## src/source/lsu_config.svh

```systemverilog
// LSU memory sizing, shared by the aligner, the banks and the top level
`ifndef LSU_CONFIG_SVH
`define LSU_CONFIG_SVH

//////////////////////
// Data memory size
//////////////////////

// Number of 32-bit words in the local data memory
// Byte addresses at or above 4 * LSU_DEPTH_WORDS raise an access fault
`define LSU_DEPTH_WORDS 256

// Width of the word index into one byte-lane bank
// Must cover LSU_DEPTH_WORDS entries
`define LSU_INDEX_W 8

`endif

```

## src/source/byte_bank.sv

```systemverilog
// Byte bank: one lane of the data memory, synchronous and read-first
`timescale 1ns/10ps
`include "lsu_config.svh"

module byte_bank (
    input  logic                    clk_i,
    input  logic                    en_i,     // Read, and write when we_i
    input  logic                    we_i,
    input  logic [`LSU_INDEX_W-1:0] index_i,  // Word index
    input  logic [7:0]              wdata_i,
    output logic [7:0]              rdata_o   // Holds while en_i is low
);

    logic [7:0] mem_q [`LSU_DEPTH_WORDS];

    // Old data comes out on a write to the same entry
    always_ff @(posedge clk_i) begin
        if (en_i) begin
            rdata_o <= mem_q[index_i];
            if (we_i) begin
                mem_q[index_i] <= wdata_i;
            end
        end
    end

endmodule

```

## config.mk

```make
export PLATFORM = sky130hd
export DESIGN_NAME = byte_bank
export DESIGN_NICKNAME = d
export VERILOG_FILES = /design/src/source/byte_bank.sv
export VERILOG_INCLUDE_DIRS = /design/src /design/src/source
export SDC_FILE = /design/constraint.sdc
export NUM_CORES = 2
export LEC_CHECK = 0
export BUFFER_PORTS_ARGS = -buffer_cell sky130_fd_sc_hd__buf_4
export CORE_MARGIN = 4
export CORE_UTILIZATION = 38
export DETAILED_ROUTE_END_ITERATION = 8
export GPL_ROUTABILITY_DRIVEN = 0
export PLACE_DENSITY = 0.5
export SYNTH_ARGS = -nofsm -noshare
export SYNTH_HDL_FRONTEND = slang
export SYNTH_SLANG_ARGS = --single-unit
```

## constraint.sdc

```tcl
create_clock -name clk_i -period 6.2 [get_ports clk_i]
set_input_delay 1.24 -clock clk_i [delete_from_list [all_inputs] [get_ports clk_i]]
set_output_delay 1.24 -clock clk_i [all_outputs]
set_load 0.005 [all_outputs]
```

Word-level counts from Yosys, hierarchy flattened
Memories as Yosys holds them, arrays and structs flattened. A register that Yosys moved wholly into a read port is not among the register bits.
Index checks and enable logic that the tools add are counted.

storage, ports and cells
  logic and storage cells = 4
  register bits after elaboration = 0
  bits of input ports = 19
  memories kept = 1
  bits in writable memories = 2,048
  output and inout bits = 8

operators by class
  mux-type cells = 3

memory list
  memory  words  width  read ports  clocked after memory_dff  wr ports  line             text
  mem_q   256    8      1           1                         1         byte_bank.sv:14  logic [7:0] mem_q [`LSU_DEPTH_WORDS];

operator list
  operator           number
  1-bit two-way mux  3

Logic depth before layout (Yosys ltp)
  depth after elaboration = 3
  mapped depth = 9
  depth with buffers taken out = 5

Worst setup path after synthesis
OpenSTA, ideal clock, no wires.

  path kind = in2reg
  start point = input port index_i[0]
  end point = memory mem_q[105][0] (enable)
  data arrival time = 3.130 ns
  slack = 2.700 ns
  data required time = 5.830 ns
  path buffers = 5
  setup time = 0.370 ns
  stages on the path = 8
  path through = clkbuf_1 -> buf_4 -> buf_4 -> buf_2 -> nor3b_1 -> nand2_1 -> clkbuf_1 -> nor2_1

RTL lines
  item             line             text
  start, declared  byte_bank.sv:9   input logic [`LSU_INDEX_W-1:0] index_i,
  end, declared    byte_bank.sv:14

Straight into the memory's write port.

==> summary.md <==
| Metric | Value |
|---|---|
| Post-route ant nets | `0` |
| Drt first pass iters | `5` |
| P&R area growth vs syn | `13.88%` |
| CTS root buf | `clkbuf_16` |
| CTS max path bufs | `3` |
| Slew Viols, Final | `2` |
| CTS Hold Buffers Added | `0` |
| Outcome | `finished, violations left` |
| Initial antenna violation count | `9` |
| Maximum clock rate | `223.6 MHz` |
| First-pass GRT wire length | `between 200000 and 300000 um` |
| PwrDens | `323.4 nW/um2` |
| WS Path Type | `in2reg` |
| Via Count | `36.68k` |
| Fraction of layout cells with a size suffix above 1 | `0.2640` |
| Die X | `462.1 um` |
| Clk pin slew, worst setup/hold paths | `0.06 ns` |
| Clk_skew | `0.02560 ns` |
| Yosys Warn Count | `0` |
| Synth Area per Inst | `22.23 um2` |
| Met1 GRT Util | `0.2669` |
| Number of I/O pins | `27` |
| Crit path launch type | `input port` |
| Post-CTS resize count | `0` |
| Post-DP HPWL | `119400 um` |
| Num Clock Sinks | `2056` |
| WL final | `203800 um` |
| Clock latency on the worst-skew pair | `roughly 0.85 ns` |
| Slew Limit Headroom | `-0.03648` |
| Final min period | `4.473 ns` |
| Initial Util | `0.3827` |
| Std-Cell Rows | `166` |
| Vias in the first global route | `38.22k` |
| Failing checks | `capacitance limit, slew limit` |
| Final setup violation count | `0` |
| Setup ws final | `1.727 ns` |
| Crit-path max FO | `49` |
| CTS Buf Count | `207` |
| CP max stage delay | `1.13 ns` |
| Die area | `213600 um2` |
| Hold Crit Class | `in2reg` |
| Global routing usage on met2 | `0.3046` |
| Syn nets | `3544` |
| Worst Path Required | `6.71 ns` |
| Routed wire per std cell | `31.00 um` |
| Buf/Inv on CP | `3` |
| # fillers | `17.46k` |
| Synth cell types | `21` |
| DRT iter0 DRCs | `3749` |
| Top Usage Layer GRT | `met2` |
| Setup slack at placement | `0.7336 ns` |
| Met3 usage | `0.04049` |
| Most frequent cells in the layout | `edfxtp_1, mux4_2, nor2_1` |
| Post-synthesis cell count | `between 3k and 4k` |
| Slew of the pin with the lowest slew margin | `1.535 ns` |
| CTS tree | `built` |
| Overall die height | `462.1 um` |
| Period utilisation layout | `0.7214` |
| H-tree depth | `4` |
| Pleak | `26.94 nW` |
| Critical Path AT | `4.98 ns` |
| Cell area after synthesis | `78360 um2` |
| Total grt overflow | `0` |
| NumNets Final | `3730` |
| Post-CTS setup buffer count | `0` |
| Worst path cell trace | `buf_8 > buf_4 > buf_4 > mux4_2 > a22oi_1 > a21oi_1 > o41ai_1 > nand4_1` |
| Most common cell after layout, fill and taps aside | `edfxtp_1` |
| FF+latch count, synth | `2056` |
| Reg2reg setup slack | `between 2 and 3 ns` |
| Maximum vdd ir drop | `between 200 and 300 uV` |
| Post-DR vias/cell | `5.580` |
| CP max stage cell | `o41ai_1` |
| Port Buffers | `26` |
| Core box area | `204800 um2` |
| Seq/Total Area, Yosys | `0.7879` |
| Setup TNS | `0 ns` |
| Max Cap Viol | `1` |
| Largest net degree at the start of global routing | `~170` |
| CP most frequent cell | `buf_4` |
| CP endpoint kind | `register` |
| RSZ-0062 raised after global routing | `false` |
| Family with the most delay on the worst path | `compound AO/OA/AOI/OAI gates` |
| GRT Util Overall | `0.1916` |
| Final hold viol count | `0` |
| DRC | `0` |
-- Yosys cell counts --
master / n / area (um2)
nor3b_1: 2 / 15.01
buf_1: 23 / 86.33
buf_6: 8 / 90.09
mux4_2: 512 / 11530
nor3_1: 1 / 5.000
nor2_1: 259 / 972.2
edfxtp_1: 2056 / 61740
nand2b_1: 2 / 12.51
o41ai_1: 32 / 280.3
a21oi_1: 128 / 640.6
nor2b_1: 6 / 37.54
and2_1: 2 / 12.51
and4_1: 1 / 8.760
or2_2: 1 / 6.260
nand4_1: 8 / 50.05
a22oi_1: 256 / 1922
nand2_1: 30 / 112.6
clkbuf_1: 143 / 536.8
buf_4: 12 / 90.09
buf_2: 39 / 195.2
nand3_1: 4 / 20.02
-- final timing paths --
kind	to	startpoint	cells past startpoint
min	rdata_o[4]$_DFFE_PP_	en_i	1
min reg2reg	rdata_o[4]$_DFFE_PP_	mem_q[56][4]$_DFFE_PP_	5
max reg2reg	rdata_o[5]$_DFFE_PP_	mem_q[236][5]$_DFFE_PP_	5
max	rdata_o[7]$_DFFE_PP_	index_i[0]	8
-- metal layers --
layer / share of wire / vias to the layer above
met5: 0.00013 / -
met4: 0.028 / 4
met3: 0.064 / 298
met2: 0.48 / 1137
met1: 0.43 / 19860
li1: - / 15380
-- logic make-up after synthesis --
family,Yosys count,synth area share
flops,2056,0.7879
buf+inv,225,0.01274
mux,512,0.1471
compound gates,416,0.03628
simple gates,316,0.01598
-- cell type report --
type / instances / area (um2) / area share
Sequential cell: 2056 / 61740 / 0.6918
Multi-Input combinational cell: 1244 / 15700 / 0.1759
Clock buffer: 255 / 5403 / 0.06054
Tap cell: 2688 / 3363 / 0.03769
Timing Repair Buffer: 202 / 1817 / 0.02036
Clock inverter: 125 / 1207 / 0.01353
Antenna cell: 3 / 7.507 / 0.00008413
-- registers in the layout, indices dropped and copies added, names as in the netlist --
signal and count:
rdata_o 8, mem_q 2048
-- report_power, final --
group          total (mW)  internal [mW]  switching, mW
clock                12.3           6.91           5.35
sequential           15.3           15.3         0.0186
combinational        1.27          0.438          0.830
-- worst reg2reg max path, stage by stage, from the launching register on --
cell      delay [ns]
edfxtp_1        0.37
mux4_2          0.50
a22oi_1         0.48
a21oi_1         0.21
o41ai_1         1.24
nand4_1         0.16
-- metrics by stage --
step	cell area, um2	power, mW	cells	hold slack [ns]	utilization
after floorplan	78360	16.27	3525	0.8956	-
after global placement	82620	16.92	6190	1.059	0.4034
after detailed placement	82620	16.93	6190	1.089	0.4034
after CTS	89230	29.16	6570	0.7642	0.4357
after global routing	89230	29.83	6571	0.7728	0.4357
final	89240	28.86	6573	0.8269	0.4358
No activity file was read; power rests on OpenSTA's default activity.
