===== config.mk =====
export PLATFORM = sky130hd
export DESIGN_NAME = load_align
export DESIGN_NICKNAME = d
export VERILOG_FILES = /design/src/source/lsu_config.svh /design/src/source/lsu_pkg.sv /design/src/source/load_align.sv
export SDC_FILE = /design/constraint.sdc
export NUM_CORES = 1
export LEC_CHECK = 0
export BUFFER_PORTS_ARGS = -buffer_cell sky130_fd_sc_hd__clkbuf_2
export CAP_MARGIN = 20
export CORE_MARGIN = 10
export CORE_UTILIZATION = 42
export CTS_BUF_LIST = sky130_fd_sc_hd__clkbuf_2 sky130_fd_sc_hd__clkbuf_4 sky130_fd_sc_hd__clkbuf_8
export DETAILED_ROUTE_END_ITERATION = 12
export GPL_TIMING_DRIVEN = 0
export PLACE_DENSITY = 0.73
export SYNTH_ARGS = -nofsm -noshare
export SYNTH_HDL_FRONTEND = slang
export SYNTH_SLANG_ARGS = --single-unit

===== constraint.sdc =====
create_clock -name clk_i -period 1 [get_ports clk_i]
set_input_delay 0.05 -clock clk_i [delete_from_list [all_inputs] [get_ports clk_i]]
set_output_delay 0.05 -clock clk_i [all_outputs]
set_load 0.05 [all_outputs]

===== src/source/lsu_config.svh =====
// LSU memory sizing, shared by the aligner, the banks and the top level
`ifndef LSU_CONFIG_SVH
`define LSU_CONFIG_SVH

//////////////////////
// Data memory size
//////////////////////

// Number of 32-bit words in the local data memory
// Byte addresses at or above 4 * LSU_DEPTH_WORDS raise an access fault
`define LSU_DEPTH_WORDS 256

// Width of the word index into one byte-lane bank
// Must cover LSU_DEPTH_WORDS entries
`define LSU_INDEX_W 8

`endif


===== src/source/lsu_pkg.sv =====
// LSU types: access size, exception cause and the byte/halfword view of a lane word
package lsu_pkg;

    //////////////////////
    // Access size
    //////////////////////

    // Encoded as the RV32 funct3 of loads and stores
    typedef enum logic [2:0] {
        SZ_B  = 3'b000,  // Byte, sign-extended on load
        SZ_H  = 3'b001,  // Halfword, sign-extended on load
        SZ_W  = 3'b010,  // Word
        SZ_BU = 3'b100,  // Byte, zero-extended; store treats as SZ_B
        SZ_HU = 3'b101   // Halfword, zero-extended; store treats as SZ_H
    } mem_size_e;

    //////////////////////
    // Exception cause
    //////////////////////

    // RISC-V mcause codes for the data side
    typedef enum logic [3:0] {
        EXC_NONE        = 4'd0,  // No memory exception
        EXC_LD_MISALIGN = 4'd4,  // Load address misaligned
        EXC_LD_FAULT    = 4'd5,  // Load access fault
        EXC_ST_MISALIGN = 4'd6,  // Store address misaligned
        EXC_ST_FAULT    = 4'd7   // Store access fault
    } exc_cause_e;

    // One data word decoded as lanes
    // b[0] is the byte at address offset 0, h[0] the lower halfword
    typedef union packed {
        logic [3:0][7:0]  b;  // Byte lanes
        logic [1:0][15:0] h;  // Halfword lanes
    } lane_word_u;

endpackage


===== src/source/load_align.sv =====
// Load aligner: extends load data, picks the write-back value and holds the MEM/WB register
`timescale 1ns/10ps

module load_align
    import lsu_pkg::*;
(
    input  logic        clk_i,
    input  logic        rst_ni,
    input  logic        stall_i,         // Holds MEM/WB
    // Stage-1 register
    input  logic        s1_valid_i,
    input  logic        s1_load_i,
    input  mem_size_e   s1_size_i,
    input  logic [1:0]  s1_lsb_i,        // Byte offset in the word
    input  logic [31:0] s1_result_i,
    input  logic [4:0]  s1_rd_i,
    input  logic        s1_reg_write_i,
    input  logic        s1_exc_valid_i,
    input  exc_cause_e  s1_exc_cause_i,
    // Bank read data
    input  lane_word_u  lane_rdata_i,
    // Write-back
    output logic        wb_valid_o,
    output logic        wb_reg_write_o,
    output logic [4:0]  wb_rd_o,
    output logic [31:0] wb_data_o,
    // Exception record
    output logic        exc_valid_o,
    output exc_cause_e  exc_cause_o,
    output logic [31:0] exc_tval_o       // Faulting address
);

    logic [31:0] load_data;  // Extended load value
    logic [31:0] wb_data_d;
    logic        reg_write_d;

    //////////////////////
    // Extraction
    //////////////////////

    always_comb begin
        logic [7:0]  byte_sel;
        logic [15:0] half_sel;

        byte_sel = lane_rdata_i.b[s1_lsb_i];     // Any offset
        half_sel = lane_rdata_i.h[s1_lsb_i[1]];  // Aligned halves only reach here
        case (s1_size_i)
            SZ_B:    load_data = {{24{byte_sel[7]}}, byte_sel};
            SZ_H:    load_data = {{16{half_sel[15]}}, half_sel};
            SZ_BU:   load_data = {24'b0, byte_sel};
            SZ_HU:   load_data = {16'b0, half_sel};
            default: load_data = lane_rdata_i.b;  // Full word
        endcase
    end

    assign wb_data_d   = s1_load_i ? load_data : s1_result_i;
    assign reg_write_d = s1_valid_i && s1_reg_write_i && !s1_exc_valid_i;  // No write on a trap

    //////////////////////
    // MEM/WB register
    //////////////////////

    always_ff @(posedge clk_i or negedge rst_ni) begin
        if (!rst_ni) begin
            wb_valid_o     <= 1'b0;
            wb_reg_write_o <= 1'b0;
            exc_valid_o    <= 1'b0;
        end else if (!stall_i) begin
            wb_valid_o     <= s1_valid_i;
            wb_reg_write_o <= reg_write_d;
            exc_valid_o    <= s1_valid_i && s1_exc_valid_i;
        end
    end

    always_ff @(posedge clk_i) begin
        if (!stall_i) begin
            wb_rd_o     <= s1_rd_i;
            wb_data_o   <= wb_data_d;
            exc_cause_o <= s1_exc_cause_i;
            exc_tval_o  <= s1_result_i;   // Address of the failing access
        end
    end

    // A trapping item never writes the register file and carries a data-side cause
    assert property (@(posedge clk_i) disable iff (!rst_ni)
        exc_valid_o |-> (!wb_reg_write_o && (exc_cause_o inside {EXC_LD_MISALIGN, EXC_LD_FAULT,
                                                                 EXC_ST_MISALIGN, EXC_ST_FAULT})));

endmodule


Word level (Yosys, flattened, before mapping)
Cells that the tools add are included.
Storage, ports and cells
  bits in registers: 76
  latch bits: 0
  memory bits (writable): 0
  ROM bits: 0
  bits of input ports: 85
  output and inout port bits: 76
  word-level logic and storage cells: 23
  memories kept: 0
Cells by class
  $add $sub $neg: 0
  $mul: 0
  divide/modulo/power cells: 0
  $lt $le $gt $ge: 2
  equal/unequal tests: 3
  shift operators: 0
  multiplexer cells: 6
  bitwise gates (word level): 0
  reduce and logical (&&, ||, !) cells: 5
Operators by type and width (number)
  one-hot mux 32 bit (4 select lines): 1
  two-way mux 16 bit: 2
  two-way mux 32 bit: 1
  binary-select mux 8 bit (select 2 bit): 1
  two-way mux 8 bit: 1
  == test 3 bit, second input constant: 2
  == test 3 x 1 -> 1 bit, second input constant: 1
  logical AND 1 bit: 3
  zero test 3 bit: 1
  less-than comparator 2 x 3 -> 1 bit, second input constant: 1
  less-than comparator 1 x 2 -> 1 bit, second input constant: 1
  zero test 1 bit: 1

Logic depth before layout (Yosys ltp)
  word-level depth: 4
  mapped depth: 5
  gate-level depth less buffers: 3

Worst setup path before layout
Ideal clock, no wire load.
  path kind: input to register
  from: input port stall_i
  to: register exc_cause_o[0] (enable)
  library setup time: 427 ps
  arrival time: 1465 ps
  required time: 573 ps
  path slack: -892 ps
  stages on the path: 1
  path buffers: 0
  cell sequence: inv_1
RTL lines
  start: declaration: line load_align.sv:9  | input logic stall_i,
  end signal: assignment: line load_align.sv:79  | exc_cause_o <= s1_exc_cause_i;
  end: declaration: line load_align.sv:29  | output exc_cause_e exc_cause_o,
No word-level cell between the ends.

Final worst setup path
  from: input port lane_rdata_i[31] in the netlist's numbering
  to: register wb_data_o[12], data pin
Between the ends
  longest elaborated chain between the ends: 4
Ends and longest elaborated chain
  start: declaration: line load_align.sv:21  | input lane_word_u lane_rdata_i,
  binary-select mux 8 bit (select 2 bit): line load_align.sv:45  | byte_sel = lane_rdata_i.b[s1_lsb_i];
  two-way mux 8 bit (implied by the code): line load_align.sv:45
  one-hot mux 32 bit (4 select lines): line load_align.sv:47  | case (s1_size_i)
  two-way mux 32 bit: line load_align.sv:56  | assign wb_data_d = s1_load_i ? load_data : s1_result_i;
  net wb_data_d[12]: line load_align.sv:34  | logic [31:0] wb_data_d;
  end signal: assignment: line load_align.sv:78  | wb_data_o <= wb_data_d;
  end: declaration: line load_align.sv:26  | output logic [31:0] wb_data_o,
The timed path passes the listed nets, and every way through them passes these cells. The select of a mux whose other input is x is not followed.
A chain may end at the register's enable or synchronous reset.

==> flow_summary.ini <==
[clock_tree]
maximum_clock_path_buffer_count = 2
tritoncts_num_sinks = 76
cts_tree = done
clkSlewWorstSetupHoldPaths_ns = 0.08
clock_latency_ns = 0.35
ctsHtreeMaxLevel = 3
ctsRootBufferMaster = clkbuf_8
cts_inserted_buffers = 9

[global_routing]
grt_antenna_before_repair = 0
via_count_of_the_first_global_routing_pass = 3477
maximum_number_of_pins_on_one_net_before_global_route_repair = 44
globalRouteOverflowTotal = 0
track_usage_pct = 19.97
grt_pass1_wl_mm = 19.53

[floorplanning]
floorplan.die.height_um = 111.4
start_util_pct = 42.96
io-pin-count = 161
floorplan.rows = 33
placeableCoreArea_um2 = 8175
die_width_um = 111.4
fp.dieArea_um2 = 12420

[route]
drt-total-wl_mm = 13.02
routedWlPerCell_um = 21.49
detail_route.first_pass.iterations = 5
post-route-drc-count = 0
maxUsedRoutingLayer = met4
detail_route.iter0.violations = 218
met1Wirelength_mm = 4.850
per_cell_via_count_in_the_routed_design = 5.452
met3RoutedLength_mm = 1.223
route.vias.total = 3304
antenna_left = 0
met2_length_mm = 6.647

[yosys]
synthCells = 268
synth.yosys.seq_area_share_pct = 64.55
syn_area_per_cell_um2 = 13.10
synth-async-reset-ratio_pct = 3.947
synthFlopType = edfxtp_1
synth_enable_flop_cells = 73
ys_types = 32
synth.yosys.warnings = 0
synth_nets = 353
synth-seq-cells = 76
mappedNetlistArea_um2 = 3512

[sta]
final.setup.worst_slack_ns = -0.04336
final.min_clock_period_ns = 1.043
maxClockFrequency_mhz = 958.4
layout_worst_path_cycle_share_pct = 104.3
max_slew.worst_pin.slew_ns = 0.4534
max-slew-margin-rel_pct = 69.77
fin_skew_ns = 0
final-setup-viol-count = 15
hold_viol_final = 0
grt_setup_unrepaired = true
timing.final.max_slew_violations = 0

[cells_and_area]
final_util_pct = 75.18
fraction_of_final_layout_cells_sized_beyond_drive_strength_1_pct = 55.20
layout.nets = 580
highest_count_cells_in_the_layout_ignoring_fill_and_taps = clkbuf_2 (84), edfxtp_1 (73), dlygate4sd3_1 (45)
layout_commonest_cell = clkbuf_2
area_growth_pct = 74.99

[placement]
place.gp.congestion = 0.8442
port_buffers = 158
placement.setup.worst_slack_ns = -0.6549
hpwl_mm = 9.112

[run_status]
outcome = finished with violations
failed_checks = negative setup slack

[critical_path]
endpoint_kind = flip-flop
path_cells = clkbuf_16, mux4_2, a211oi_4, buf_6, nor3_2
worst_path_max_delay_cell = mux4_2
critPathArrivalTime_ns = 1.15
cp_depth = 5
worstPathRequired_ns = 1.11
reg2reg_depth = 4
path_buf_inv = 2
critical_path_peak_fanout = 4
worst_setup_start_kind = primary input
crit_family = multiplexers
critical-path-max-stage-delay_ns = 0.50
path_class = in -> reg

[min_path]
hold_class = in -> async

[flow_run]
maxCapViolCount = 0

[pwr]
power_density_cells_nw_per_um2 = 1510
irDropWorstVdd_v = 0.0007898
total_leakage_power_nw = 2.520
==> registers in the layout, indices dropped and copies added, names as in the netlist <==
name and cells:
exc_tval_o 32, wb_data_o 32, wb_rd_o 5, exc_cause_o 4, exc_valid_o 1, wb_reg_write_o 1, wb_valid_o 1
==> layer usage <==
metal | vias to the layer above | global-route usage [%]
met5 | - | 0
li1 | 1523 | -
met3 | 26 | 6.871
met4 | 0 | 7.198
met2 | 163 | 33.80
met1 | 1592 | 22.94
==> power by group <==
group	switching [W]	internal, W	total, W
registers	0.000146	0.00383	0.00398
logic	0.00175	0.00121	0.00295
clock network	0.00111	0.00124	0.00235
total	0.00301	0.00627	0.00928
==> metrics by stage <==
| stage | cell area, um2 | TNS, ns | std cells | hold WS (ns) | total power (W) |
|---|---|---|---|---|---|
| after detailed placement | 4688 | -49.70 | 532 | -0.1493 | 0.006261 |
| after floorplan | 3746 | -39.69 | 268 | -0.2456 | 0.005601 |
| after global placement | 4668 | -94.94 | 531 | -0.1544 | 0.006207 |
| after CTS | 5962 | -0.4001 | 603 | 0.02609 | 0.009131 |
| after global routing | 6143 | -1.349 | 605 | 0.02986 | 0.009633 |
| final | 6146 | -0.3097 | 606 | 0.03086 | 0.009279 |
==> kinds of logic after synthesis <==
logic type             Yosys count  synth area share (%)
flip-flops                      76                 64.55
multiplexers                    13                 4.453
AO/OA/AOI/OAI                   73                 16.57
buffers and inverters           32                 4.026
AND/OR/NAND/NOR                 74                 10.40
==> worst reg2reg max path, stage by stage, from the launching register on <==
cell and delay [ns]:
dfrtp_1 0.41, buf_4 0.14, buf_4 0.12, nand2_1 0.06, o21ai_0 0.08
==> synthesized netlist by cell type (7+ instances only) <==
library cell / n / area (um2)
a31o_2: 15 / 131.4
a41oi_1: 16 / 140.1
buf_2: 8 / 40.04
clkbuf_1: 13 / 48.80
edfxtp_1: 73 / 2192
inv_1: 9 / 33.78
mux2_2: 11 / 123.9
nand2_1: 23 / 86.33
nor2_1: 26 / 97.59
nor3_1: 7 / 35.03
nor4bb_1: 7 / 70.07
o22ai_1: 15 / 93.84
o31ai_1: 8 / 60.06
o32ai_1: 8 / 70.07
==> final cells by class <==
| cell class | instances | area [um2] |
|---|---|---|
| fill | 508 | 2029 |
| buffer | 23 | 193.9 |
| antenna | 1 | 2.502 |
| tap | 105 | 131.4 |
| clock inverter | 5 | 52.55 |
| clock buffer | 11 | 145.1 |
| sequential | 76 | 2267 |
| inverter | 9 | 37.54 |
| timing repair inverter | 1 | 7.507 |
| timing repair buffer | 215 | 1956 |
| multi-input combinational | 160 | 1353 |
==> path summary, 6_finish.rpt <==
kind / startpoint / end / slack [ns]
worst max-delay path: lane_rdata_i[31] / wb_data_o[12]$_DFFE_PN_ / -0.04
worst min-delay path: rst_ni / wb_reg_write_o$_DFFE_PN0N_ / 0.03
worst max register to register: exc_valid_o$_DFFE_PN0N_ / exc_valid_o$_DFFE_PN0N_ / 0.07
worst min register to register: wb_reg_write_o$_DFFE_PN0N_ / wb_reg_write_o$_DFFE_PN0N_ / 0.57
max in group asynchronous: rst_ni / wb_valid_o$_DFFE_PN0N_ / 0.86
min in group clk_i: lane_rdata_i[0] / wb_data_o[0]$_DFFE_PN_ / 0.07
==> repair_timing <==
action | CTS | global route
endpoints found under the hold margin | 47 | 0
gates cloned | 2 | 0
setup endpoints to repair | 150 | 142
gates resized for setup | 143 | 97
buffers inserted | 8 | 3
hold buffers | 45 | 0
pin swaps | 8 | 3
No activity file was read; power rests on OpenSTA's default activity.
