<file path="src/source/lsu_config.svh">
// LSU memory sizing, shared by the aligner, the banks and the top level
`ifndef LSU_CONFIG_SVH
`define LSU_CONFIG_SVH

//////////////////////
// Data memory size
//////////////////////

// Number of 32-bit words in the local data memory
// Byte addresses at or above 4 * LSU_DEPTH_WORDS raise an access fault
`define LSU_DEPTH_WORDS 256

// Width of the word index into one byte-lane bank
// Must cover LSU_DEPTH_WORDS entries
`define LSU_INDEX_W 8

`endif

</file>
<file path="src/source/lsu_pkg.sv">
// LSU types: access size, exception cause and the byte/halfword view of a lane word
package lsu_pkg;

    //////////////////////
    // Access size
    //////////////////////

    // Encoded as the RV32 funct3 of loads and stores
    typedef enum logic [2:0] {
        SZ_B  = 3'b000,  // Byte, sign-extended on load
        SZ_H  = 3'b001,  // Halfword, sign-extended on load
        SZ_W  = 3'b010,  // Word
        SZ_BU = 3'b100,  // Byte, zero-extended; store treats as SZ_B
        SZ_HU = 3'b101   // Halfword, zero-extended; store treats as SZ_H
    } mem_size_e;

    //////////////////////
    // Exception cause
    //////////////////////

    // RISC-V mcause codes for the data side
    typedef enum logic [3:0] {
        EXC_NONE        = 4'd0,  // No memory exception
        EXC_LD_MISALIGN = 4'd4,  // Load address misaligned
        EXC_LD_FAULT    = 4'd5,  // Load access fault
        EXC_ST_MISALIGN = 4'd6,  // Store address misaligned
        EXC_ST_FAULT    = 4'd7   // Store access fault
    } exc_cause_e;

    // One data word decoded as lanes
    // b[0] is the byte at address offset 0, h[0] the lower halfword
    typedef union packed {
        logic [3:0][7:0]  b;  // Byte lanes
        logic [1:0][15:0] h;  // Halfword lanes
    } lane_word_u;

endpackage

</file>
<file path="src/source/store_align.sv">
// Store aligner: checks each request, drives the byte-lane banks and loads the stage-1 register
`timescale 1ns/10ps
`include "lsu_config.svh"

module store_align
    import lsu_pkg::*;
(
    input  logic                    clk_i,
    input  logic                    rst_ni,
    input  logic                    stall_i,          // Holds stage 1, blocks bank access
    // Request from execute
    input  logic                    req_valid_i,
    input  logic                    req_load_i,
    input  logic                    req_store_i,
    input  mem_size_e               req_size_i,
    input  logic [31:0]             req_addr_i,       // Address, or ALU result for non-memory ops
    input  logic [31:0]             req_wdata_i,
    input  logic [4:0]              req_rd_i,
    input  logic                    req_reg_write_i,
    // Bank side
    output logic                    bank_en_o,
    output logic [3:0]              lane_we_o,
    output lane_word_u              lane_wdata_o,
    output logic [`LSU_INDEX_W-1:0] bank_index_o,
    // Stage-1 register
    output logic                    s1_valid_o,
    output logic                    s1_load_o,
    output mem_size_e               s1_size_o,
    output logic [1:0]              s1_lsb_o,
    output logic [31:0]             s1_result_o,
    output logic [4:0]              s1_rd_o,
    output logic                    s1_reg_write_o,
    output logic                    s1_exc_valid_o,
    output exc_cause_e              s1_exc_cause_o
);

    logic       accept;      // Request taken on this edge
    logic       mem_access;  // Load or store
    logic       misalign;    // Halfword or word off its boundary
    logic       fault;       // Beyond the local memory
    logic       exc;
    logic [3:0] byte_mask;   // Lanes touched by the access
    exc_cause_e cause;

    assign accept     = req_valid_i && !stall_i;
    assign mem_access = req_load_i || req_store_i;
    assign fault      = req_addr_i[31:2] >= 30'(`LSU_DEPTH_WORDS);
    assign exc        = mem_access && (misalign || fault);

    //////////////////////
    // Size decode
    //////////////////////

    always_comb begin
        misalign  = 1'b0;
        byte_mask = 4'b0000;  // Undefined sizes touch no lane
        case (req_size_i)
            SZ_B, SZ_BU: byte_mask = 4'b0001 << req_addr_i[1:0];
            SZ_H, SZ_HU: begin
                misalign  = req_addr_i[0];
                byte_mask = 4'b0011 << req_addr_i[1:0];
            end
            SZ_W: begin
                misalign  = |req_addr_i[1:0];
                byte_mask = 4'b1111;
            end
            default: ;
        endcase
    end

    // Misaligned beats fault
    always_comb begin
        cause = EXC_NONE;
        if (mem_access && misalign) begin
            cause = req_load_i ? EXC_LD_MISALIGN : EXC_ST_MISALIGN;
        end else if (mem_access && fault) begin
            cause = req_load_i ? EXC_LD_FAULT : EXC_ST_FAULT;
        end
    end

    // Replicate store data so every lane sees its own slice
    always_comb begin
        case (req_size_i)
            SZ_B, SZ_BU: lane_wdata_o.b = {4{req_wdata_i[7:0]}};
            SZ_H, SZ_HU: lane_wdata_o.h = {2{req_wdata_i[15:0]}};
            default:     lane_wdata_o.b = req_wdata_i;
        endcase
    end

    assign bank_en_o    = accept && mem_access && !exc;           // Clean accesses only
    assign lane_we_o    = (bank_en_o && req_store_i) ? byte_mask : 4'b0000;
    assign bank_index_o = req_addr_i[`LSU_INDEX_W+1:2];           // Word index

    //////////////////////
    // Stage-1 register
    //////////////////////

    always_ff @(posedge clk_i or negedge rst_ni) begin
        if (!rst_ni) begin
            s1_valid_o     <= 1'b0;
            s1_load_o      <= 1'b0;
            s1_reg_write_o <= 1'b0;
            s1_exc_valid_o <= 1'b0;
        end else if (!stall_i) begin
            s1_valid_o     <= req_valid_i;  // Bubble when nothing is offered
            s1_load_o      <= req_valid_i && req_load_i;
            s1_reg_write_o <= req_valid_i && req_reg_write_i;
            s1_exc_valid_o <= req_valid_i && exc;
        end
    end

    always_ff @(posedge clk_i) begin
        if (accept) begin
            s1_size_o      <= req_size_i;
            s1_lsb_o       <= req_addr_i[1:0];
            s1_result_o    <= req_addr_i;   // Also the tval on an exception
            s1_rd_o        <= req_rd_i;
            s1_exc_cause_o <= cause;
        end
    end

    // Execute never issues a combined load and store
    assert property (@(posedge clk_i) disable iff (!rst_ni)
        req_valid_i |-> !(req_load_i && req_store_i));

    // Lane writes only with the bank enabled, as one aligned byte, half or word
    assert property (@(posedge clk_i) disable iff (!rst_ni)
        (|lane_we_o) |-> (bank_en_o && (lane_we_o inside {4'b0001, 4'b0010, 4'b0100, 4'b1000,
                                                          4'b0011, 4'b1100, 4'b1111})));

endmodule

</file>
<file path="config.mk">
export PLATFORM = sky130hd
export DESIGN_NAME = store_align
export DESIGN_NICKNAME = d
export VERILOG_FILES = /design/src/source/lsu_pkg.sv /design/src/source/store_align.sv
export VERILOG_INCLUDE_DIRS = /design/src /design/src/source
export SDC_FILE = /design/constraint.sdc
export NUM_CORES = 1
export LEC_CHECK = 0
export BUFFER_PORTS_ARGS = -buffer_cell sky130_fd_sc_hd__buf_4
export CORE_MARGIN = 2
export CORE_UTILIZATION = 42
export CTS_CLUSTER_SIZE = 24
export DETAILED_ROUTE_END_ITERATION = 10
export PLACE_DENSITY = 0.91
export SETUP_SLACK_MARGIN = 0.02
export SLEW_MARGIN = 30
export SYNTH_ARGS = -nofsm -noshare
export SYNTH_HDL_FRONTEND = slang
export SYNTH_SLANG_ARGS = --single-unit
</file>
<file path="constraint.sdc">
create_clock -name clk_i -period 6.3 [get_ports clk_i]
set_clock_uncertainty 0.05 [all_clocks]
set_input_delay 0.315 -clock clk_i [delete_from_list [all_inputs] [get_ports clk_i]]
set_output_delay 0.315 -clock clk_i [all_outputs]
set_load 0.03 [all_outputs]
</file>
### Word-level counts from Yosys, hierarchy flattened

Index checks and enable logic that the tools add are counted.

| operators by class | value |
|---|---|
| muxes and demuxes | 8 |
| reductions and logical operators | 18 |
| shift operators | 2 |
| order comparisons | 1 |
| eq/ne operators | 4 |

Operators by type and width:

| operator | number |
|---|---|
| case mux 32 bit (2 select lines) | 1 |
| >= comparator 30 x 9 -> 1 bit, second input constant | 1 |
| case mux 4 bit (3 select lines) | 1 |
| logical AND 1 bit | 10 |
| == test 3 bit, second input constant | 2 |
| two-way mux 3 bit | 2 |
| OR reduction 2 bit | 3 |
| two-way mux 2 bit | 2 |
| two-way mux 4 bit | 1 |
| << shifter 1 x 2 -> 4 bit, first input constant | 1 |
| << shifter 2 x 2 -> 4 bit, first input constant | 1 |
| == test 3 x 1 -> 1 bit, second input constant | 1 |
| == test 3 x 2 -> 1 bit, second input constant | 1 |
| logical NOT 3 bit | 1 |
| logical NOT 1 bit | 2 |
| logical OR 1 bit | 2 |
| case mux 1 bit (2 select lines) | 1 |

| word-level totals | value |
|---|---|
| flip-flop bits (word level) | 50 |

### Logic depth before layout (Yosys ltp)

Gate-level depths: netlist of run 1.

| depth | value |
|---|---|
| depth in word-level cells | 9 |
| gate-level depth with buffers | 4 |

### Least setup slack after synthesis of run 1

OpenSTA, ideal clock, no wires.

| path | value |
|---|---|
| path kind | input-to-output |
| start | input port req_valid_i |
| end | output port bank_en_o |
| buffers on the path | 1 |
| required time | 5.935 ns |
| stages on the path | 4 |
| path slack | 2.875 ns |
| data arrival time | 3.060 ns |
| cells stage by stage | nor2b_1 > buf_1 > o21ai_0 > nor4_1 |

| between the ends | value |
|---|---|
| longest elaborated chain between the ends | 3 |

RTL lines:

| what | RTL line | source |
|---|---|---|
| start, declared | store_align.sv:12 | `input logic req_valid_i,` |
| logical AND 1 bit | store_align.sv:45 | `assign accept = req_valid_i && !stall_i;` |
| named net accept | store_align.sv:37 | `logic accept;` |
| logical AND 1 bit (2 in a row) | store_align.sv:90 | `assign bank_en_o = accept && mem_access && !exc;` |
| end, declared | store_align.sv:21 | `output logic bank_en_o,` |

The timed path passes the listed nets, and every way through them passes these cells.

### Worst setup path after layout of run 1

| path | value |
|---|---|
| start | input port req_addr_i[20] |
| end | output port lane_we_o[3] |

| between the ends | value |
|---|---|
| longest elaborated chain between the ends | 7 |

RTL lines:

| what | RTL line | source |
|---|---|---|
| start, declared | store_align.sv:16 | `input logic [31:0] req_addr_i,` |
| >= comparator 30 x 9 -> 1 bit | store_align.sv:47 | `` assign fault = req_addr_i[31:2] >= 30'(`LSU_DEPTH_WORDS); `` |
| logical OR 1 bit | store_align.sv:48 | `assign exc = mem_access && (misalign \|\| fault);` |
| logical AND 1 bit | store_align.sv:48 |  |
| logical NOT 1 bit | store_align.sv:90 |  |
| logical AND 1 bit | store_align.sv:90 |  |
| logical AND 1 bit | store_align.sv:91 | `assign lane_we_o = (bank_en_o && req_store_i) ? byte_mask : 4'b0000;` |
| two-way mux 4 bit | store_align.sv:91 |  |
| end, declared | store_align.sv:22 | `output logic [3:0] lane_we_o,` |

Every way passes these cells.

==> results of run 1 <==
[layout by cell type (no fill, tap or decap)]
cell type,instances
clkbuf_8,5
nand2_1,13
nor2b_4,1
nor3_1,1
nand4_1,1
dlygate4sd3_1,1
o21ai_1,1
dfrtp_1,4
o22ai_2,1
inv_1,1
mux2i_1,8
edfxtp_1,43
nor3b_2,1
o21ai_0,11
nor2_2,1
nor3_4,1
clkinv_1,2
and4_1,4
mux2_2,17
a22o_1,1
clkinvlp_4,1
nor2_1,6
or3b_4,1
conb_1,1
nor4_1,6
buf_4,173
o31ai_1,3
a21o_1,1
[per-stage QoR]
stage / worst slack, ns / utilization (%) / cell area (um2) / hold slack (ns)
after floorplan: 2.88 / - / 2150 / -0.0306
final: 4.14 / 69.0 / 3480 / 0.145
after global placement: 4.20 / 67.1 / 3380 / 0.0617
after CTS: 4.09 / 69.0 / 3480 / 0.140
after detailed placement: 4.10 / 67.1 / 3380 / 0.0632
after global routing: 3.97 / 69.0 / 3480 / 0.131
[what timing repair did]
item | in CTS | in global routing
setup buffers | 0 | 0
setup endpoints to repair | 0 | 0
endpoints found under the hold margin | 4 | 0
hold buffers | 1 | 0
[metal layers]
layer / vias up / global-route usage (%) / routed length, um
met5: - / 0 / 0
met4: 0 / 9.55 / 167
met3: 14 / 5.03 / 600
met2: 133 / 38.8 / 3360
met1: 863 / 21.6 / 2140
li1: 868 / - / -
[where the power goes]
group / leakage (uW) / internal, uW / total (uW) / switching (uW)
logic: 0.00107 / 95.2 / 228 / 132
clock network: 0.0000392 / 75.4 / 170 / 94.7
registers: 0.000455 / 364 / 371 / 7.24
total: 0.00157 / 535 / 769 / 234
[cell families after synthesis]
group,share of synthesized area [%]
flops,64.6
buf+inv,7.84
mux,12.6
other cells,0.174
compound gates,5.17
simple gates,9.64
[sequential cells by signal, indices dropped and copies added (netlist names)]
| signal | count |
|---|---|
| s1_valid_o | 1 |
| s1_size_o | 3 |
| s1_load_o | 1 |
| s1_reg_write_o | 1 |
| s1_exc_cause_o | 3 |
| s1_exc_valid_o | 1 |
| s1_rd_o | 5 |
| s1_lsb_o | 1 |
| s1_result_o | 31 |
[worst max-delay path by stage]
stage,start,to,cells past startpoint
floorplan,req_valid_i,bank_en_o,4
global placement,req_addr_i[12],lane_we_o[3],6
detailed placement,req_addr_i[12],lane_we_o[3],6
CTS,req_addr_i[12],lane_we_o[3],6
global route,req_addr_i[20],lane_we_o[2],6
finish,req_addr_i[20],lane_we_o[3],6
[layout make-up]
| cell class | count | area share, % |
|---|---|---|
| inverters | 1 | 0.108 |
| well taps | 70 | 2.52 |
| multi-input cells | 80 | 17.3 |
| clock buffers | 5 | 1.98 |
| repair buffers | 174 | 37.6 |
| clock inverters | 3 | 0.432 |
| flip-flops and latches | 47 | 40.0 |
==> flow_summary.yaml, run 1 <==
status:
  status: "complete, no violations"
floorplanning:
  die_h_um: 75.6
  num_io_pins: 174
  num_rows: 26
  die_w_um: 75.6
  dieArea_um2: 5720
  core_area_um2: 5040
  start_util_pct: 42.7
timing:
  rsz0062_at_grt: "no"
  finalSetupViolations: 0
  worstMarginPinSlew_ns: 0.580
  setup_tns_ns: 0
  fin_crit_sh_pct: 34.2
  period_minus_slack_ns: 2.16
  hold_viol: 0
  fmax_mhz: 464
  slew_headroom_pct: 61.4
  slew_viol_final: 0
setup_path:
  cp-end-kind: "primary output"
  cp_slowest_cell: "nor4_1"
  r2r-start: "s1_reg_write_o"
  crit_type: "in -> out"
  rrSetupSlack_ns: 5.52
  crit_path_max_incr_delay_ns: 0.36
  start_kind: "primary input"
  worstPathArrival_ns: 1.79
  path_cells: "buf_4 > nor4_1 > nand4_1 > nor3_4 > and4_1 > buf_4"
  path_max_fanout: 7
  cp_common_cell: "buf_4"
  reg2reg_depth: 1
  crit_family: "simple AND/OR/NAND/NOR gates"
  crit_required_ns: 5.93
  timing.rr.end: "s1_reg_write_o"
  crit_buf_inv: 2
yosys:
  async_flop_share_pct: 8.51
  synth_flop_cell: "edfxtp_1"
  synth_most_common_cell: "edfxtp_1"
  syn_area_um2: 2150
  synth-edff-count: 43
  synthCells: 152
  ys_top_cells_by_area: "edfxtp_1, mux2_2, buf_4"
  synth_top_area_cell: "edfxtp_1"
  synth_top_area_share_pct: 59.9
  ys_types: 27
  synth.avg_cell_area_um2: 14.2
  yosysWarnings: 0
  seq_area_frac_synth_pct: 64.6
  synth_fp_nets: 231
  synthTopCellsByCount: "edfxtp_1, buf_4, mux2_2"
  synth_seq_cells: 47
route:
  vias: 1878
  viasPerCell: 4.94
  antenna_left: 0
  route.detailed.wl_per_inst_um: 16.5
  drt_pass1_iterations: 4
  drt-total-wl_mm: 6.27
  drc: 0
  drtIter0Drc: 87
clock_network:
  cts_tree: "built"
  clockBufferDepth: 2
  cts_buffers: 5
  clock_sinks: 47
  cts_resized: 0
  clkLatencyLatePin_ns: 0.29
  clk_pin_slew_ns: 0.08
  cts_htree_levels: 2
  cts-root-buf: "clkbuf_8"
global_route:
  grt-ovfl-total: 0
  grt_pass1_wl_mm: 8.53
  grt_pass1_vias: 1784
  globalRouteTotalUtil_pct: 20.7
  grt_max_degree: 50
  antenna_found_initial: 0
power:
  total_power_uw: 769
  leakage_uw: 0.00157
  power.density_nw_per_um2: 221
  vdd_drop_max_mv: 0.0923
cells_and_area:
  final_layout_size_suffix_gt1_share_pct: 65.2
  areaGrowthSynthToFinish_pct: 61.4
  nets: 388
  fillers: 363
  antenna_cells: 0
  multi_input_area_um2: 602
  stdcell_count: 380
  seqCellArea_um2: 1390
hold_path:
  worst_hold_path_type: "in -> reg"
  hold_path_depth: 1
  hp-start: "req_rd_i[2]"
  hold_end: "s1_rd_o[2]"
job:
  drv_cap: 0
placed_design:
  portBuffers: 172
  hpwl_mm: 5.03
  placed_cells: 371
  place.gp.congestion: 0.729
Power figures use the tool's default switching activity.
==> run 2, diff against run 1 <==
--- a/config.mk
+++ b/config.mk
@@ -6,12 +6,13 @@
 export SDC_FILE = /design/constraint.sdc
 export NUM_CORES = 1
 export LEC_CHECK = 0
+export ABC_AREA = 1
 export BUFFER_PORTS_ARGS = -buffer_cell sky130_fd_sc_hd__buf_4
 export CORE_MARGIN = 2
-export CORE_UTILIZATION = 42
+export CORE_UTILIZATION = 35
 export CTS_CLUSTER_SIZE = 24
 export DETAILED_ROUTE_END_ITERATION = 10
-export PLACE_DENSITY = 0.91
+export PLACE_DENSITY = 0.82
 export SETUP_SLACK_MARGIN = 0.02
 export SLEW_MARGIN = 30
 export SYNTH_ARGS = -nofsm -noshare
==> constraint.sdc (replaced) <==
create_clock -name clk_i -period 1.7 [get_ports clk_i]
set_clock_uncertainty 0.05 [all_clocks]
set_input_delay 0.085 -clock clk_i [delete_from_list [all_inputs] [get_ports clk_i]]
set_output_delay 0.085 -clock clk_i [all_outputs]
set_load 0.03 [all_outputs]
==> run 2 against run 1 <==
Compared with the run above:
- critical path depth rose by 2
- global-route usage decreased by 0.35 points
- critical path type unchanged
- via count up 18%
- largest cell class is now non-clock buffers
- sequential share of layout area down 5.2 points
- wire length rose by 15%
- sequential power grew to 3.7 times the previous value
- worst setup slack worse by 3.9 ns
- flip-flop and latch count unchanged
- hold slack worse by 0.14 ns
- register-to-register slack worse by 5.1 ns
==> flow_summary.yaml, run 2 <==
status:
  status: "complete, no violations"
timing:
  finalSetupViolations: 0
  rsz0062_at_grt: "no"
  fmax_mhz: 702
  fin_crit_sh_pct: 83.7
  setup_tns_ns: 0
  slew_viol_final: 0
  hold_viol: 0
  period_minus_slack_ns: 1.42
yosys:
  synth_flop_cell: "edfxtp_1"
  synthCells: 205
  seq_area_frac_synth_pct: 63.3
  syn_area_um2: 2200
  synth-edff-count: 43
  synth.avg_cell_area_um2: 10.7
  synth_top_area_share_pct: 58.8
  ys_top_cells_by_area: "edfxtp_1, nand2_1, buf_4"
  ys_types: 26
  synth_seq_cells: 47
  synth_most_common_cell: "nand2_1"
  synthTopCellsByCount: "nand2_1, edfxtp_1, nor2_1"
  async_flop_share_pct: 8.51
  synth_fp_nets: 284
  synth_top_area_cell: "edfxtp_1"
  yosysWarnings: 0
clock_network:
  clockBufferDepth: 2
  cts_buffers: 5
  post_cts_buffers: 0
  cts-root-buf: "clkbuf_8"
  cts_resized: 0
  clock_sinks: 47
  clkLatencyLatePin_ns: 0.29
  hold_buffers: 44
  cts_tree: "built"
  clk_pin_slew_ns: 0.08
  cts_htree_levels: 2
global_route:
  grt_max_degree: 47
  grt-ovfl-total: 0
  antenna_found_initial: 0
  grt_pass1_wl_mm: 11.2
  globalRouteTotalUtil_pct: 20.4
  grt_pass1_vias: 2192
cells_and_area:
  layout.cells.most_common_list: "buf_4, nand2_1, dlygate4sd3_1"
  final_layout_size_suffix_gt1_share_pct: 48.2
  antenna_cells: 0
  design_area_um2: 4000
  stdcell_count: 482
  areaGrowthSynthToFinish_pct: 82.0
  layout_commonest_cell: "buf_4"
  top_register: "s1_result_o"
  nets: 485
  largest_reg_flops: 31
  largestRegisters: "s1_result_o (31), s1_rd_o (5)"
setup_path:
  crit_family: "simple AND/OR/NAND/NOR gates"
  path_cells: "buf_4 > or2_0 > nor2_1 > nand3_1 > nand2_2 > nand4_2 > nor2_1 > buf_4"
  crit_buf_inv: 2
  worstPathArrival_ns: 1.29
  cp_slowest_cell: "or2_0"
  path_max_fanout: 4
  r2r-start: "s1_load_o"
  crit_path_max_incr_delay_ns: 0.22
  cp-end-kind: "primary output"
  start_kind: "primary input"
  crit_required_ns: 1.56
  crit_start: "req_addr_i[10]"
  crit_type: "in -> out"
placed_design:
  dpl_cell_area_um2: 3440
  portBuffers: 172
  placed_cells: 430
  hpwl_mm: 5.22
  place.gp.congestion: 0.814
floorplanning:
  core_area_um2: 5990
  die_h_um: 83.2
  start_util_pct: 36.7
  dieArea_um2: 6930
  die_w_um: 83.2
  num_rows: 28
  num_io_pins: 174
power:
  total_power_uw: 3150
  p_sw_share_pct: 30.1
  leakage_uw: 0.00189
  pwr-share-comb_pct: 30.2
  power_frac_seq_pct: 43.7
  power_switching_uw: 948
  p_clk_share_pct: 26.1
  p_int_uw: 2200
  vdd_drop_max_mv: 0.471
  power.density_nw_per_um2: 788
route:
  viasPerCell: 4.59
  drc: 0
  vias: 2212
  route.detailed.wl_per_inst_um: 14.9
  antenna_left: 0
  drt-total-wl_mm: 7.19
  drt_pass1_iterations: 4
  drtIter0Drc: 59
hold_path:
  worst_hold_path_type: "in -> reg"
  hp-start: "req_size_i[0]"
job:
  drv_cap: 0
run 2: path summary, 6_finish.rpt:
| check | endpoint | slack, ns | cells past startpoint |
|---|---|---|---|
| max | lane_we_o[3] | 0.28 | 8 |
| min | s1_size_o[0] | 0.002 | 1 |
| max reg2reg | s1_load_o | 0.38 | 2 |
| min reg2reg | s1_exc_valid_o | 0.45 | 2 |
| max in group asynchronous | s1_exc_valid_o | 1.42 | 2 |
| min in group asynchronous | s1_reg_write_o | 0.08 | 2 |
run 2: final cells by class:
cell class              count  area, um2
clock buffers               5       68.8
clock inverters             3       46.3
fillers                   445       1990
inverters                  13       48.8
multi-input cells         121        591
flip-flops and latches     47       1390
well taps                  75       93.8
repair buffers            218       1760
run 2: kinds of logic (layout without fill, tap and decap cells):
kind of cell / Yosys count / count (layout) / synth area share (%)
buffers and inverters: 37 / 239 / 9.79
other: 1 / 1 / 0.171
and+or+nand+nor: 102 / 102 / 21.2
DFF: 47 / 47 / 63.3
AOI/OAI and AO/OA: 18 / 18 / 5.52
run 2: metal layers:
layer	up-vias	share of wire, %	GRT usage, %	routed length (um)
met3	13	8.5	4.87	608
met2	139	51	37.7	3700
met1	999	38	23.2	2730
met4	0	2.2	5.81	155
met5	-	0	0	0
li1	1061	-	-	-
run 2: stage by stage:
stage	hold WS, ns	setup WS (ns)	util (%)
finish	0.00177	0.276	66.8
global route	0.000823	0.176	66.8
CTS	0.00115	0.286	66.8
detailed placement	-0.165	0.299	57.5
global placement	-0.168	0.340	57.5
floorplan	-0.261	0.126	-
run 2: power by group through the flow:
stage | Sequential, uW | Combinational, uW | Clock (uW)
5_1_grt | 1390 | 1000 | 898
4_1_cts | 1380 | 953 | 839
6_report | 1380 | 951 | 823
3_5_place_dp | 1400 | 871 | 0
2_1_floorplan | 1560 | 318 | 0
3_3_place_gp | 1400 | 861 | 0
